===== config.mk =====
export PLATFORM = sky130hd
export DESIGN_NAME = msix_shim_top
export DESIGN_NICKNAME = d
export VERILOG_FILES = /design/src/logic/msix_pkg.sv /design/src/logic/msix_shim_top.sv /design/src/logic/msix_vector_table.sv /design/src/logic/rx_req_splitter.sv /design/src/logic/tx_intr_splitter.sv /design/src/logic/tx_merge.sv
export SDC_FILE = /design/constraint.sdc
export NUM_CORES = 1
export LEC_CHECK = 0
export BUFFER_PORTS_ARGS = -buffer_cell sky130_fd_sc_hd__buf_2
export CAP_MARGIN = 30
export CORE_MARGIN = 8
export CORE_UTILIZATION = 54
export DETAILED_ROUTE_END_ITERATION = 16
export PLACE_DENSITY = 0.74
export SLEW_MARGIN = 20
export SYNTH_ARGS = -nofsm -noshare
export SYNTH_HDL_FRONTEND = slang
export SYNTH_SLANG_ARGS = --single-unit

===== constraint.sdc =====
create_clock -name clk -period 13.8 [get_ports clk]
set_input_delay 1.38 -clock clk [delete_from_list [all_inputs] [get_ports clk]]
set_output_delay 1.38 -clock clk [all_outputs]
set_load 0.005 [all_outputs]

===== src/logic/msix_pkg.sv =====
/* MSI-X shim shared definitions
   Beat widths, header kinds, header layouts and completion status codes */

`default_nettype none

package msix_pkg;

    // ====================
    // Widths
    // ====================
    localparam int HDR_W  = 64;
    localparam int DATA_W = 64;
    localparam int BEAT_W = HDR_W + DATA_W;

    // ====================
    // Header kinds
    // ====================
    typedef enum logic [7:0] {
        KIND_MRD  = 8'h00,
        KIND_MWR  = 8'h40,
        KIND_CPL  = 8'h4a,
        KIND_INTR = 8'h30
    } kind_t;

    // Completion status, carried in the bar field of a completion
    localparam logic [3:0] CPL_OK          = 4'h0;
    localparam logic [3:0] CPL_UNSUPPORTED = 4'h1;

    // ====================
    // Header layouts
    // ====================

    // Memory request or completion header
    typedef struct packed {
        kind_t       kind;
        logic [3:0]  bar;
        logic [3:0]  length;
        logic [7:0]  tag;
        logic [39:0] addr;
    } req_hdr_t;

    // Interrupt request from the function
    typedef struct packed {
        kind_t       kind;
        logic [15:0] vector;
        logic [39:0] rsvd;
    } intr_hdr_t;

    // Transmit header word, read either way
    typedef union packed {
        req_hdr_t  req;
        intr_hdr_t intr;
    } hdr_word_u;

endpackage

`default_nettype wire


===== src/logic/msix_shim_top.sv =====
/* MSI-X shim top level
   Splits table traffic and interrupts off the streams and merges the replies */

`timescale 1ns/1ps
`default_nettype none

module msix_shim_top #(
    parameter int TABLE_SIZE    = 8,
    parameter int TABLE_OFFSET  = 32'h2000,
    parameter int MSIX_BAR      = 0,
    parameter int BAR_LOG2_SIZE = 14
) (
    input  logic                        clk,
    input  logic                        rst_n,

    // Host requests in
    input  logic                        rx_in_valid,
    output logic                        rx_in_ready,
    input  logic [msix_pkg::BEAT_W-1:0] rx_in_data,
    input  logic                        rx_in_last,

    // Host requests toward the function
    output logic                        rx_out_valid,
    input  logic                        rx_out_ready,
    output logic [msix_pkg::BEAT_W-1:0] rx_out_data,
    output logic                        rx_out_last,

    // Function transmit in
    input  logic                        tx_in_valid,
    output logic                        tx_in_ready,
    input  logic [msix_pkg::BEAT_W-1:0] tx_in_data,
    input  logic                        tx_in_last,

    // Transmit toward the host
    output logic                        tx_out_valid,
    input  logic                        tx_out_ready,
    output logic [msix_pkg::BEAT_W-1:0] tx_out_data,
    output logic                        tx_out_last
);

    // Table access path
    logic                        acc_valid;
    logic                        acc_ready;
    msix_pkg::req_hdr_t          acc_hdr;
    logic [msix_pkg::DATA_W-1:0] acc_data;

    // Function pass-through path
    logic                        pass_valid;
    logic                        pass_ready;
    logic [msix_pkg::BEAT_W-1:0] pass_data;
    logic                        pass_last;

    // Interrupt requests
    logic                        intr_valid;
    logic                        intr_ready;
    logic [15:0]                 intr_vector;

    // Completions and interrupt writes from the table
    logic                        msg_valid;
    logic                        msg_ready;
    msix_pkg::req_hdr_t          msg_hdr;
    logic [msix_pkg::DATA_W-1:0] msg_data;

    rx_req_splitter #(
        .TABLE_SIZE    (TABLE_SIZE),
        .TABLE_OFFSET  (TABLE_OFFSET),
        .MSIX_BAR      (MSIX_BAR),
        .BAR_LOG2_SIZE (BAR_LOG2_SIZE)
    ) rx_req_splitter_i (
        .clk, .rst_n,
        .rx_in_valid, .rx_in_ready, .rx_in_data, .rx_in_last,
        .rx_out_valid, .rx_out_ready, .rx_out_data, .rx_out_last,
        .acc_valid, .acc_hdr, .acc_data, .acc_ready
    );

    tx_intr_splitter tx_intr_splitter_i (
        .clk, .rst_n,
        .tx_in_valid, .tx_in_ready, .tx_in_data, .tx_in_last,
        .pass_valid, .pass_ready, .pass_data, .pass_last,
        .intr_valid, .intr_ready, .intr_vector
    );

    msix_vector_table #(
        .TABLE_SIZE    (TABLE_SIZE),
        .TABLE_OFFSET  (TABLE_OFFSET),
        .BAR_LOG2_SIZE (BAR_LOG2_SIZE)
    ) msix_vector_table_i (
        .clk, .rst_n,
        .acc_valid, .acc_ready, .acc_hdr, .acc_data,
        .intr_valid, .intr_ready, .intr_vector,
        .msg_valid, .msg_ready, .msg_hdr, .msg_data
    );

    tx_merge tx_merge_i (
        .clk, .rst_n,
        .pass_valid, .pass_ready, .pass_data, .pass_last,
        .msg_valid, .msg_ready, .msg_hdr, .msg_data,
        .tx_out_valid, .tx_out_ready, .tx_out_data, .tx_out_last
    );

endmodule

`default_nettype wire


===== src/logic/msix_vector_table.sv =====
/* MSI-X vector table
   Holds the entries, answers host reads and turns interrupts into writes */

`timescale 1ns/1ps
`default_nettype none

module msix_vector_table #(
    parameter int TABLE_SIZE    = 8,
    parameter int TABLE_OFFSET  = 32'h2000,
    parameter int BAR_LOG2_SIZE = 14
) (
    input  logic                        clk,
    input  logic                        rst_n,
    input  logic                        acc_valid,
    output logic                        acc_ready,
    input  msix_pkg::req_hdr_t          acc_hdr,
    input  logic [msix_pkg::DATA_W-1:0] acc_data,
    input  logic                        intr_valid,
    output logic                        intr_ready,
    input  logic [15:0]                 intr_vector,
    output logic                        msg_valid,
    input  logic                        msg_ready,
    output msix_pkg::req_hdr_t          msg_hdr,
    output logic [msix_pkg::DATA_W-1:0] msg_data
);

    localparam int IDX_W      = (TABLE_SIZE > 1) ? $clog2(TABLE_SIZE) : 1;
    localparam int START_LINE = TABLE_OFFSET / 16;

    // Dwords per entry: addr low, addr high, data, control
    logic [3:0][31:0] tbl [TABLE_SIZE];

    logic [IDX_W-1:0]         clr_idx;
    logic                     tbl_ready;
    logic [BAR_LOG2_SIZE-5:0] acc_line;
    logic [IDX_W-1:0]         acc_idx;
    logic [1:0]               acc_dw;
    logic                     acc_form_ok;
    logic                     acc_is_wr;
    logic                     acc_two;
    logic                     slot_free;
    logic                     wr_fire;
    logic                     rd_fire;
    logic                     intr_fire;
    logic [IDX_W-1:0]         intr_idx;
    logic                     intr_hit;
    logic [31:0]              rd_lo;
    logic [31:0]              rd_hi;

    // ====================
    // Clear after reset
    // ====================
    always_ff @(posedge clk) begin
        if (!rst_n) begin
            clr_idx   <= '0;
            tbl_ready <= 1'b0;
        end else if (!tbl_ready) begin
            if (clr_idx == IDX_W'(TABLE_SIZE - 1)) begin
                tbl_ready <= 1'b1;
            end else begin
                clr_idx <= clr_idx + 1'b1;
            end
        end
    end

    // ====================
    // Access decode
    // ====================
    assign acc_line    = acc_hdr.addr[BAR_LOG2_SIZE-1:4];
    assign acc_idx     = IDX_W'(32'(acc_line) - START_LINE);
    assign acc_dw      = acc_hdr.addr[3:2];
    assign acc_two     = (acc_hdr.length == 4'd2);
    // Single dword anywhere, or an aligned dword pair
    assign acc_form_ok = (acc_hdr.length == 4'd1) || (acc_two && !acc_dw[0]);
    assign acc_is_wr   = (acc_hdr.kind == msix_pkg::KIND_MWR);

    // Slot takes a new message when empty or draining this cycle
    assign slot_free  = !msg_valid || msg_ready;
    assign acc_ready  = tbl_ready && (acc_is_wr || slot_free);
    assign intr_ready = tbl_ready && slot_free && !acc_valid;

    assign wr_fire   = acc_valid && acc_ready && acc_is_wr && acc_form_ok;
    assign rd_fire   = acc_valid && acc_ready && !acc_is_wr;
    assign intr_fire = intr_valid && intr_ready;

    assign intr_idx = intr_vector[IDX_W-1:0];
    assign intr_hit = (32'(intr_vector) < TABLE_SIZE) && !tbl[intr_idx][3][0];

    assign rd_lo = tbl[acc_idx][acc_dw];
    assign rd_hi = acc_two ? tbl[acc_idx][acc_dw | 2'd1] : 32'h0;

    // Entry storage
    always_ff @(posedge clk) begin
        if (!tbl_ready) begin
            tbl[clr_idx] <= '0;
        end else if (wr_fire) begin
            tbl[acc_idx][acc_dw] <= acc_data[31:0];
            if (acc_two) begin
                tbl[acc_idx][acc_dw | 2'd1] <= acc_data[63:32];
            end
        end
    end

    // ====================
    // Message slot
    // ====================
    always_ff @(posedge clk) begin
        if (!rst_n) begin
            msg_valid <= 1'b0;
        end else if (rd_fire || (intr_fire && intr_hit)) begin
            msg_valid <= 1'b1;
        end else if (msg_ready) begin
            msg_valid <= 1'b0;
        end
    end

    always_ff @(posedge clk) begin
        if (rd_fire) begin
            msg_hdr.kind   <= msix_pkg::KIND_CPL;
            msg_hdr.bar    <= acc_form_ok ? msix_pkg::CPL_OK : msix_pkg::CPL_UNSUPPORTED;
            msg_hdr.length <= acc_hdr.length;
            msg_hdr.tag    <= acc_hdr.tag;
            msg_hdr.addr   <= acc_hdr.addr;
            msg_data       <= acc_form_ok ? {rd_hi, rd_lo} : '0;
        end else if (intr_fire && intr_hit) begin
            msg_hdr.kind   <= msix_pkg::KIND_MWR;
            msg_hdr.bar    <= 4'h0;
            msg_hdr.length <= 4'd1;
            msg_hdr.tag    <= 8'h0;
            // 40-bit message address from the high and low dwords
            msg_hdr.addr   <= {tbl[intr_idx][1][7:0], tbl[intr_idx][0]};
            msg_data       <= {32'h0, tbl[intr_idx][2]};
        end
    end

    a_msg_hold: assert property (@(posedge clk) disable iff (!rst_n)
        (msg_valid && !msg_ready) |=> (msg_valid && $stable(msg_hdr)));

endmodule

`default_nettype wire


===== src/logic/rx_req_splitter.sv =====
/* Host request splitter
   Routes memory requests that hit the MSI-X table window to the table */

`timescale 1ns/1ps
`default_nettype none

module rx_req_splitter #(
    parameter int TABLE_SIZE    = 8,
    parameter int TABLE_OFFSET  = 32'h2000,
    parameter int MSIX_BAR      = 0,
    parameter int BAR_LOG2_SIZE = 14
) (
    input  logic                        clk,
    input  logic                        rst_n,
    input  logic                        rx_in_valid,
    output logic                        rx_in_ready,
    input  logic [msix_pkg::BEAT_W-1:0] rx_in_data,
    input  logic                        rx_in_last,
    output logic                        rx_out_valid,
    input  logic                        rx_out_ready,
    output logic [msix_pkg::BEAT_W-1:0] rx_out_data,
    output logic                        rx_out_last,
    output logic                        acc_valid,
    output msix_pkg::req_hdr_t          acc_hdr,
    output logic [msix_pkg::DATA_W-1:0] acc_data,
    input  logic                        acc_ready
);

    // Table window in 16-byte lines of the BAR
    localparam int START_LINE = TABLE_OFFSET / 16;
    localparam int END_LINE   = START_LINE + TABLE_SIZE;

    logic                     sop;
    msix_pkg::req_hdr_t       hdr;
    logic [BAR_LOG2_SIZE-5:0] addr_line;
    logic                     is_mem_req;
    logic                     is_table;

    always_ff @(posedge clk) begin
        if (!rst_n) begin
            sop <= 1'b1;
        end else if (rx_in_valid && rx_in_ready) begin
            sop <= rx_in_last;
        end
    end

    assign hdr = msix_pkg::req_hdr_t'(rx_in_data[msix_pkg::HDR_W-1:0]);

    // Upper address bits alias back into the BAR
    assign addr_line  = hdr.addr[BAR_LOG2_SIZE-1:4];
    assign is_mem_req = (hdr.kind == msix_pkg::KIND_MRD) || (hdr.kind == msix_pkg::KIND_MWR);
    assign is_table   = sop && is_mem_req && (hdr.bar == MSIX_BAR[3:0]) &&
                        (32'(addr_line) >= START_LINE) && (32'(addr_line) < END_LINE);

    assign rx_out_valid = rx_in_valid && !is_table;
    assign rx_out_data  = rx_in_data;
    assign rx_out_last  = rx_in_last;

    assign acc_valid = rx_in_valid && is_table;
    assign acc_hdr   = hdr;
    assign acc_data  = rx_in_data[msix_pkg::BEAT_W-1:msix_pkg::HDR_W];

    assign rx_in_ready = is_table ? acc_ready : rx_out_ready;

    // Table accesses are single-beat packets, a second beat would leak to rx_out
    a_acc_single: assert property (@(posedge clk) disable iff (!rst_n)
        acc_valid |-> rx_in_last);

endmodule

`default_nettype wire


===== src/logic/tx_intr_splitter.sv =====
/* Function transmit splitter
   Pulls interrupt requests off the transmit stream and sends them to the table */

`timescale 1ns/1ps
`default_nettype none

module tx_intr_splitter (
    input  logic                        clk,
    input  logic                        rst_n,
    input  logic                        tx_in_valid,
    output logic                        tx_in_ready,
    input  logic [msix_pkg::BEAT_W-1:0] tx_in_data,
    input  logic                        tx_in_last,
    output logic                        pass_valid,
    input  logic                        pass_ready,
    output logic [msix_pkg::BEAT_W-1:0] pass_data,
    output logic                        pass_last,
    output logic                        intr_valid,
    input  logic                        intr_ready,
    output logic [15:0]                 intr_vector
);

    logic                sop;
    msix_pkg::hdr_word_u hdr;
    logic                is_intr;

    always_ff @(posedge clk) begin
        if (!rst_n) begin
            sop <= 1'b1;
        end else if (tx_in_valid && tx_in_ready) begin
            sop <= tx_in_last;
        end
    end

    // Kind is decoded in the request view, the vector in the interrupt view
    assign hdr     = tx_in_data[msix_pkg::HDR_W-1:0];
    assign is_intr = sop && (hdr.req.kind == msix_pkg::KIND_INTR);

    assign pass_valid = tx_in_valid && !is_intr;
    assign pass_data  = tx_in_data;
    assign pass_last  = tx_in_last;

    assign intr_valid  = tx_in_valid && is_intr;
    assign intr_vector = hdr.intr.vector;

    assign tx_in_ready = is_intr ? intr_ready : pass_ready;

    // Interrupt requests are single-beat packets
    a_intr_single: assert property (@(posedge clk) disable iff (!rst_n)
        intr_valid |-> tx_in_last);

endmodule

`default_nettype wire


===== src/logic/tx_merge.sv =====
/* Transmit merge
   Packet-level arbiter between function traffic and table messages */

`timescale 1ns/1ps
`default_nettype none

module tx_merge (
    input  logic                        clk,
    input  logic                        rst_n,
    input  logic                        pass_valid,
    output logic                        pass_ready,
    input  logic [msix_pkg::BEAT_W-1:0] pass_data,
    input  logic                        pass_last,
    input  logic                        msg_valid,
    output logic                        msg_ready,
    input  msix_pkg::req_hdr_t          msg_hdr,
    input  logic [msix_pkg::DATA_W-1:0] msg_data,
    output logic                        tx_out_valid,
    input  logic                        tx_out_ready,
    output logic [msix_pkg::BEAT_W-1:0] tx_out_data,
    output logic                        tx_out_last
);

    logic locked;
    logic last_msg;
    logic sel_msg;
    logic out_fire;

    // ====================
    // Grant
    // ====================
    always_comb begin
        if (locked) begin
            sel_msg = 1'b0;
        end else if (pass_valid && msg_valid) begin
            // Both waiting, take turns
            sel_msg = !last_msg;
        end else begin
            sel_msg = msg_valid;
        end
    end

    assign tx_out_valid = sel_msg ? msg_valid : pass_valid;
    assign tx_out_data  = sel_msg ? {msg_data, msg_hdr} : pass_data;
    assign tx_out_last  = sel_msg ? 1'b1 : pass_last;

    assign pass_ready = !sel_msg && tx_out_ready;
    assign msg_ready  = sel_msg && tx_out_ready;

    assign out_fire = tx_out_valid && tx_out_ready;

    // ====================
    // Packet tracking
    // ====================
    always_ff @(posedge clk) begin
        if (!rst_n) begin
            locked   <= 1'b0;
            last_msg <= 1'b0;
        end else if (out_fire) begin
            last_msg <= sel_msg;
            // Hold the function side until its last beat goes out
            locked   <= !sel_msg && !pass_last;
        end
    end

    a_no_interleave: assert property (@(posedge clk) disable iff (!rst_n)
        (out_fire && !sel_msg && !pass_last) |=> !sel_msg);

endmodule

`default_nettype wire

### Yosys cells after proc, flatten, opt, wreduce, memory -nomap -nowiden

Memories as Yosys holds them, arrays and structs flattened.
Cells that the tools add are included.

| cells by class | value |
|---|---|
| eq/ne operators | 5 |
| bitwise operators | 66 |
| add/subtract/negate cells | 2 |
| mux-type cells | 101 |
| order comparisons | 7 |
| reductions and logical operators | 50 |

Operators by type and width:

| cell | count |
|---|---|
| two-way mux 128 bit | 4 |
| two-way mux 64 bit | 4 |
| two-way mux 32 bit | 6 |
| OR reduction 128 bit | 1 |
| two-way mux 56 bit | 2 |
| two-way mux 1 bit | 81 |
| binary-select mux 32 bit (select 2 bit) | 1 |
| demux 32 bit (select 2 bit) | 1 |
| OR 1 bit | 64 |
| demux 32 bit (select 1 bit) | 1 |
| logical AND 1 bit | 29 |
| less-than comparator 16 x 4 -> 1 bit, second input constant | 1 |
| greater-or-equal comparator 10 bit, second input constant | 1 |
| logical NOT 1 bit | 10 |
| less-than comparator 10 bit, second input constant | 1 |
| equality test 8 x 6 -> 1 bit, second input constant | 1 |
| equality test 8 x 7 -> 1 bit, second input constant | 1 |
| logical NOT 8 bit | 1 |
| less-than comparator 2 x 3 -> 1 bit, second input constant | 2 |
| logical OR 1 bit | 5 |
| equality test 4 x 1 -> 1 bit, second input constant | 1 |
| equality test 4 x 2 -> 1 bit, second input constant | 1 |
| greater-or-equal comparator 2 x 1 -> 1 bit, second input constant | 2 |
| logical NOT 4 bit | 1 |
| 7 further kinds | 9 |

| storage, ports and cells | value |
|---|---|
| memories kept | 1 |
| bits in writable memories | 1,024 |
| input bits | 264 |
| output and inout port bits | 262 |
| flip-flop bits (word level) | 131 |

Memories:

| name | depth | bits a word | rd ports | clocked after Yosys merged registers in | wr ports | line | text |
|---|---|---|---|---|---|---|---|
| msix_vector_table_i.tbl | 8 | 128 | 2 | 0 | 1 | msix_vector_table.sv:31 | `logic [3:0][31:0] tbl [TABLE_SIZE];` |

### Longest topological paths before layout

| logic depth | value |
|---|---|
| word-level depth | 20 |
| mapped depth | 9 |
| mapped depth without buffers | 6 |

### Hierarchy

From an unflattened synthesis, not the netlist that was laid out.

| unflattened totals | value |
|---|---|
| cells, all modules | 3,403 |
| area total of the unflattened synthesis | 55,469.4 um2 |

Modules (own cells, without submodules):

| module | area an instance (um2) | cells each | sequential area each (um2) | instances |
|---|---|---|---|---|
| msix_vector_table | 50,065.5 | 2,807 | 34,383.0 | 1 |
| tx_merge | 2,120.8 | 160 | 40.0 | 1 |
| rx_req_splitter | 2,074.5 | 276 | 20.0 | 1 |
| tx_intr_splitter | 1,208.7 | 160 | 20.0 | 1 |

### Least setup slack after synthesis

OpenSTA, ideal clock, no wires.

| timing path | value |
|---|---|
| path type | input -> register |
| start | input tx_in_data[59] (netlist bit) |
| end | register msix_vector_table_i.msg_data[0] (netlist bit) (enable) |
| required time | 13.319 ns |
| data arrival time | 5.300 ns |
| setup time | 0.481 ns |
| stages on the path | 5 |
| path buffers | 0 |
| slack | 8.019 ns |
| cells stage by stage | nor4_1 nand4_1 a41o_1 or4_1 nand2_1 |

| on the way | value |
|---|---|
| cells in the longest elaborated chain, start to end | 14 |

Ends and longest elaborated chain:

| what | line | text |
|---|---|---|
| start, declared | msix_shim_top.sv:31 | `input logic [msix_pkg::BEAT_W-1:0] tx_in_data,` |
| equality test 8 x 6 -> 1 bit * | tx_intr_splitter.sv:37 | `assign is_intr = sop && (hdr.req.kind == msix_pkg::KIND_INTR);` |
| logical AND 1 bit * | tx_intr_splitter.sv:37 |  |
| logical NOT 1 bit | tx_intr_splitter.sv:39 | `assign pass_valid = tx_in_valid && !is_intr;` |
| logical AND 1 bit | tx_intr_splitter.sv:39 |  |
| logical AND 1 bit | tx_merge.sv:35 | `end else if (pass_valid && msg_valid) begin` |
| two-way mux 1 bit | tx_merge.sv:35 |  |
| two-way mux 1 bit | tx_merge.sv:33 | `if (locked) begin` |
| logical AND 1 bit | tx_merge.sv:48 | `assign msg_ready = sel_msg && tx_out_ready;` |
| logical OR 1 bit | msix_vector_table.sv:78 | `assign slot_free = !msg_valid \|\| msg_ready;` |
| logical AND 1 bit / logical OR 1 bit (equally long branches) | msix_vector_table.sv:80, msix_vector_table.sv:79 |  |
| logical AND 1 bit, on equally long branches | msix_vector_table.sv:80, msix_vector_table.sv:79 |  |
| logical AND 1 bit, on equally long branches | msix_vector_table.sv:84, msix_vector_table.sv:83 |  |
| logical AND 1 bit, on equally long branches | msix_vector_table.sv:125, msix_vector_table.sv:83 |  |
| nonzero test 2 bit (no source line) * | - |  |
| end signal, assigned | msix_vector_table.sv:124 | `msg_data <= acc_form_ok ? {rd_hi, rd_lo} : '0;` |
| end signal, assigned | msix_vector_table.sv:132 | `msg_data <= {32'h0, tbl[intr_idx][2]};` |
| end, declared | msix_vector_table.sv:24 | `output logic [msix_pkg::DATA_W-1:0] msg_data` |

Every way passes the cells marked *; elsewhere a longest branch is shown, timed or not.
A chain may end at the register's enable or synchronous reset.

### Worst setup path after layout

| timing path | value |
|---|---|
| start | input tx_in_data[59] (netlist bit) |
| end | output tx_out_data[111] (netlist bit) |

| on the way | value |
|---|---|
| cells in the longest elaborated chain, start to end | 8 |

Ends and longest elaborated chain:

| what | line | text |
|---|---|---|
| equality test 8 x 6 -> 1 bit | tx_intr_splitter.sv:37 |  |
| logical AND 1 bit | tx_intr_splitter.sv:37 |  |
| logical NOT 1 bit | tx_intr_splitter.sv:39 |  |
| logical AND 1 bit | tx_intr_splitter.sv:39 |  |
| logical AND 1 bit | tx_merge.sv:35 |  |
| two-way mux 1 bit | tx_merge.sv:35 |  |
| two-way mux 1 bit | tx_merge.sv:33 |  |
| two-way mux 128 bit | tx_merge.sv:44 | `assign tx_out_data = sel_msg ? {msg_data, msg_hdr} : pass_data;` |
| end, declared | msix_shim_top.sv:37 | `output logic [msix_pkg::BEAT_W-1:0] tx_out_data,` |

No other way between the ends.

==> metrics.yaml <==
clock.fmax_mhz: 167
grt_max_degree: 114
powerDensity_nw_per_um2: 135
grt_pass1_vias: 30700
globalRouteTotalUtil: 0.260
core-area_sq_um: 94700
p_sw_mw: 1.79
initial_core_util: 0.543
cp_data_required_time_ns: 12.42
rows: 113
cts_resized: 0
io_pins: 526
syn_nets: 2975
gp_congestion: 0.878
drtAntennaViolNets: 0
hold_start: "tx_merge_i.locked"
synth_seq_cells: 1151
mostFrequentLayoutCells: "edfxtp_1, buf_2, mux4_2"
fin_tns_setup_ns: 0
startpoint_type: "primary input"
htreeDepth: 3
p_int_mw: 6.12
fin_crit_sh: 0.434
hp-class: "flip-flop to flip-flop"
yosysSeqAreaShare: 0.670
cp_max_fo: 71
cts.clk_slew.worst_paths_ns: 0.06
peakVddDrop_v: 0.000129
drv_slew: 0
whs_path_depth: 2
critPathTopFamily: "buffers and inverters"
ys_types: 49
crit_arrival_ns: 4.61
pwr-share-clk: 0.398
syn_avg_cell_area_sq_um: 19.0
cpPeakStageDelay_ns: 0.74
worstSetupPathType: "primary input to output port"
netlist_instances: 2709
first_pass_iters: 7
finalCriticalPeriod_ns: 5.99
rsz0062_at_grt: "false"
area_growth_pct: 14.2
hold_buffers: 0
port_buffers: 525
critPathLaunch: "tx_in_data[59]"
rr_startpoint: "rx_req_splitter_i.sop"
slew_headroom: 0.344
fin_cells: 4482
grt_pass1_wl_mm: 205
maxCapViolCount: 0
post_cts_buffers: 0
route.detailed.drc: 0
crit_buf_inv: 4
cts_buffer_depth: 3
placed_cells: 4255
dieHeight_um: 325
setup_viol: 0
endpoint_kind: "output port"
clock-sinks: 1151
num_vias: 29100
fin_nets: 3373
post_drt_wl_per_cell_um: 31.4
synth_warnings: 0
drtIter0Drc: 3442
p_leak_nw: 20.3
drive_gt1_frac: 0.433
tightest_slew_ns: 0.984
clockRootBuffer: "clkbuf_16"
viasPerCell: 6.50
wirelength_mm: 141
grt.overflow.total: 0
antenna_found_initial: 4
power_frac_comb: 0.089
cts_tree: "done"
synth_area_sq_um: 51400
dpl.hpwl_mm: 84.8
reg2regPathDepth: 8
numCtsBuffers: 112
die_w_um: 325
final_common_cell: "edfxtp_1"
sequentialPowerShare: 0.513
nFillCells: 6585
path_depth: 8
path_cells: "buf_2 -> nor4_1 -> nand4_1 -> a31oi_4 -> buf_4 -> buf_4 -> mux2_2 -> buf_2"
r2r_slack_ns: 9.50
die-area_sq_um: 105000
swShare: 0.226
worstSkewPairLatency_ns: 0.68
fin_skew_ns: 0.0245
hold_violations: 0
status: "complete, no violations"
crit_slowest_cell: "buf_4"
layout make-up:
cell class,count,area [sq um],area share
clock buffer,134,2930,0.0499
antenna,13,32.5,0.000554
timing repair buffer,594,3280,0.0558
multi-input combinational,1241,15500,0.265
inverter,7,26.3,0.000447
sequential,1151,34500,0.587
clock inverter,77,865,0.0147
tap,1265,1580,0.0270
registers in the layout, indices dropped and copies added (netlist names):
name / count
msix_vector_table_i.msg_valid: 1
rx_req_splitter_i.sop: 1
tx_merge_i.last_msg: 1
msix_vector_table_i.msg_hdr: 54
tx_intr_splitter_i.sop: 1
msix_vector_table_i.msg_data: 64
msix_vector_table_i.tbl_ready: 1
msix_vector_table_i.clr_idx: 3
tx_merge_i.locked: 1
msix_vector_table_i.tbl: 1024
cells by family (layout without fill, tap and decap cells):
family / Yosys count / after routing / share of synthesized area
xor+xnor: 1 / 1 / 0.000170
simple gates: 277 / 277 / 0.0267
mux: 665 / 665 / 0.232
other cells: 0 / 13 / 0
compound gates: 296 / 296 / 0.0364
buf+inv: 317 / 812 / 0.0344
flops: 1151 / 1151 / 0.670
fa+ha+maj: 2 / 2 / 0.000486
metal layers:
metal	global-route usage	vias up	share of wire
li1	-	12000	-
met1	0.344	15100	0.37
met2	0.426	1731	0.49
met3	0.0611	307	0.11
met4	0.0900	0	0.035
met5	0	-	0
cell usage after synthesis, drive strengths merged:
cell    instances  area share
nor4            8      0.0016
o22ai          32      0.0039
a31oi           2     0.00024
and2           46      0.0056
a41o            1     0.00019
o21a            2     0.00029
mux4          402        0.18
a21o            1     0.00015
nor3b           3     0.00044
and4b           1     0.00019
a22oi         128       0.019
inv             7     0.00051
nand3b          6     0.00088
o31ai           1     0.00015
clkbuf        115      0.0084
a221o           1     0.00019
a21oi          71      0.0069
nand2         124      0.0090
mux2i          75       0.015
ha              2     0.00049
nand2b          3     0.00036
nand4           2     0.00024
xnor2           1     0.00017
a21boi          1     0.00015
or3b            1     0.00017
or3             1     0.00012
mux2          188       0.041
or4             2     0.00029
and3            2     0.00024
buf           195       0.026
nor2b          15      0.0018
dfxtp          10      0.0039
nor2           38      0.0028
nand3          11      0.0014
or2             3     0.00036
o2111a          1     0.00022
o21ai          55      0.0054
edfxtp       1141        0.67
nor3            9     0.00088
and4            1     0.00017
nor4b           1     0.00017
metrics by stage:
stage / worst slack (ns) / instance area, sq um / util / power, mW / hold slack, ns
after floorplan: 8.02 / 51400 / - / 4.54 / 0.423
after global placement: 7.91 / 54800 / 0.578 / 4.80 / 0.450
after detailed placement: 7.80 / 54800 / 0.579 / 4.83 / 0.475
after CTS: 7.80 / 58600 / 0.619 / 7.94 / 0.483
after global routing: 7.50 / 58700 / 0.620 / 8.12 / 0.507
final: 7.81 / 58700 / 0.620 / 7.91 / 0.486
final timing paths:
| path | endpoint |
|---|---|
| worst max-delay path | tx_out_data[111] |
| worst min-delay path | tx_merge_i.locked |
| worst max register to register | msix_vector_table_i.tbl[2][3] |
| worst min register to register | tx_merge_i.locked |
power by group through the flow:
stage	registers, mW	clock network (mW)	logic, mW
2_1_floorplan	4.11	0	0.428
6_report	4.05	3.15	0.705
3_3_place_gp	4.11	0	0.690
4_1_cts	4.05	3.18	0.704
3_5_place_dp	4.13	0	0.700
5_1_grt	4.07	3.31	0.740
worst reg2reg max path: cells and delay by family (launching register included):
kind                   cells  cell delay [ns]
and+or+nand+nor            5             1.77
buffers and inverters      2             1.15
AOI/OAI and AO/OA          1             0.58
DFF                        1             0.39
No activity file was read; power rests on OpenSTA's default activity.
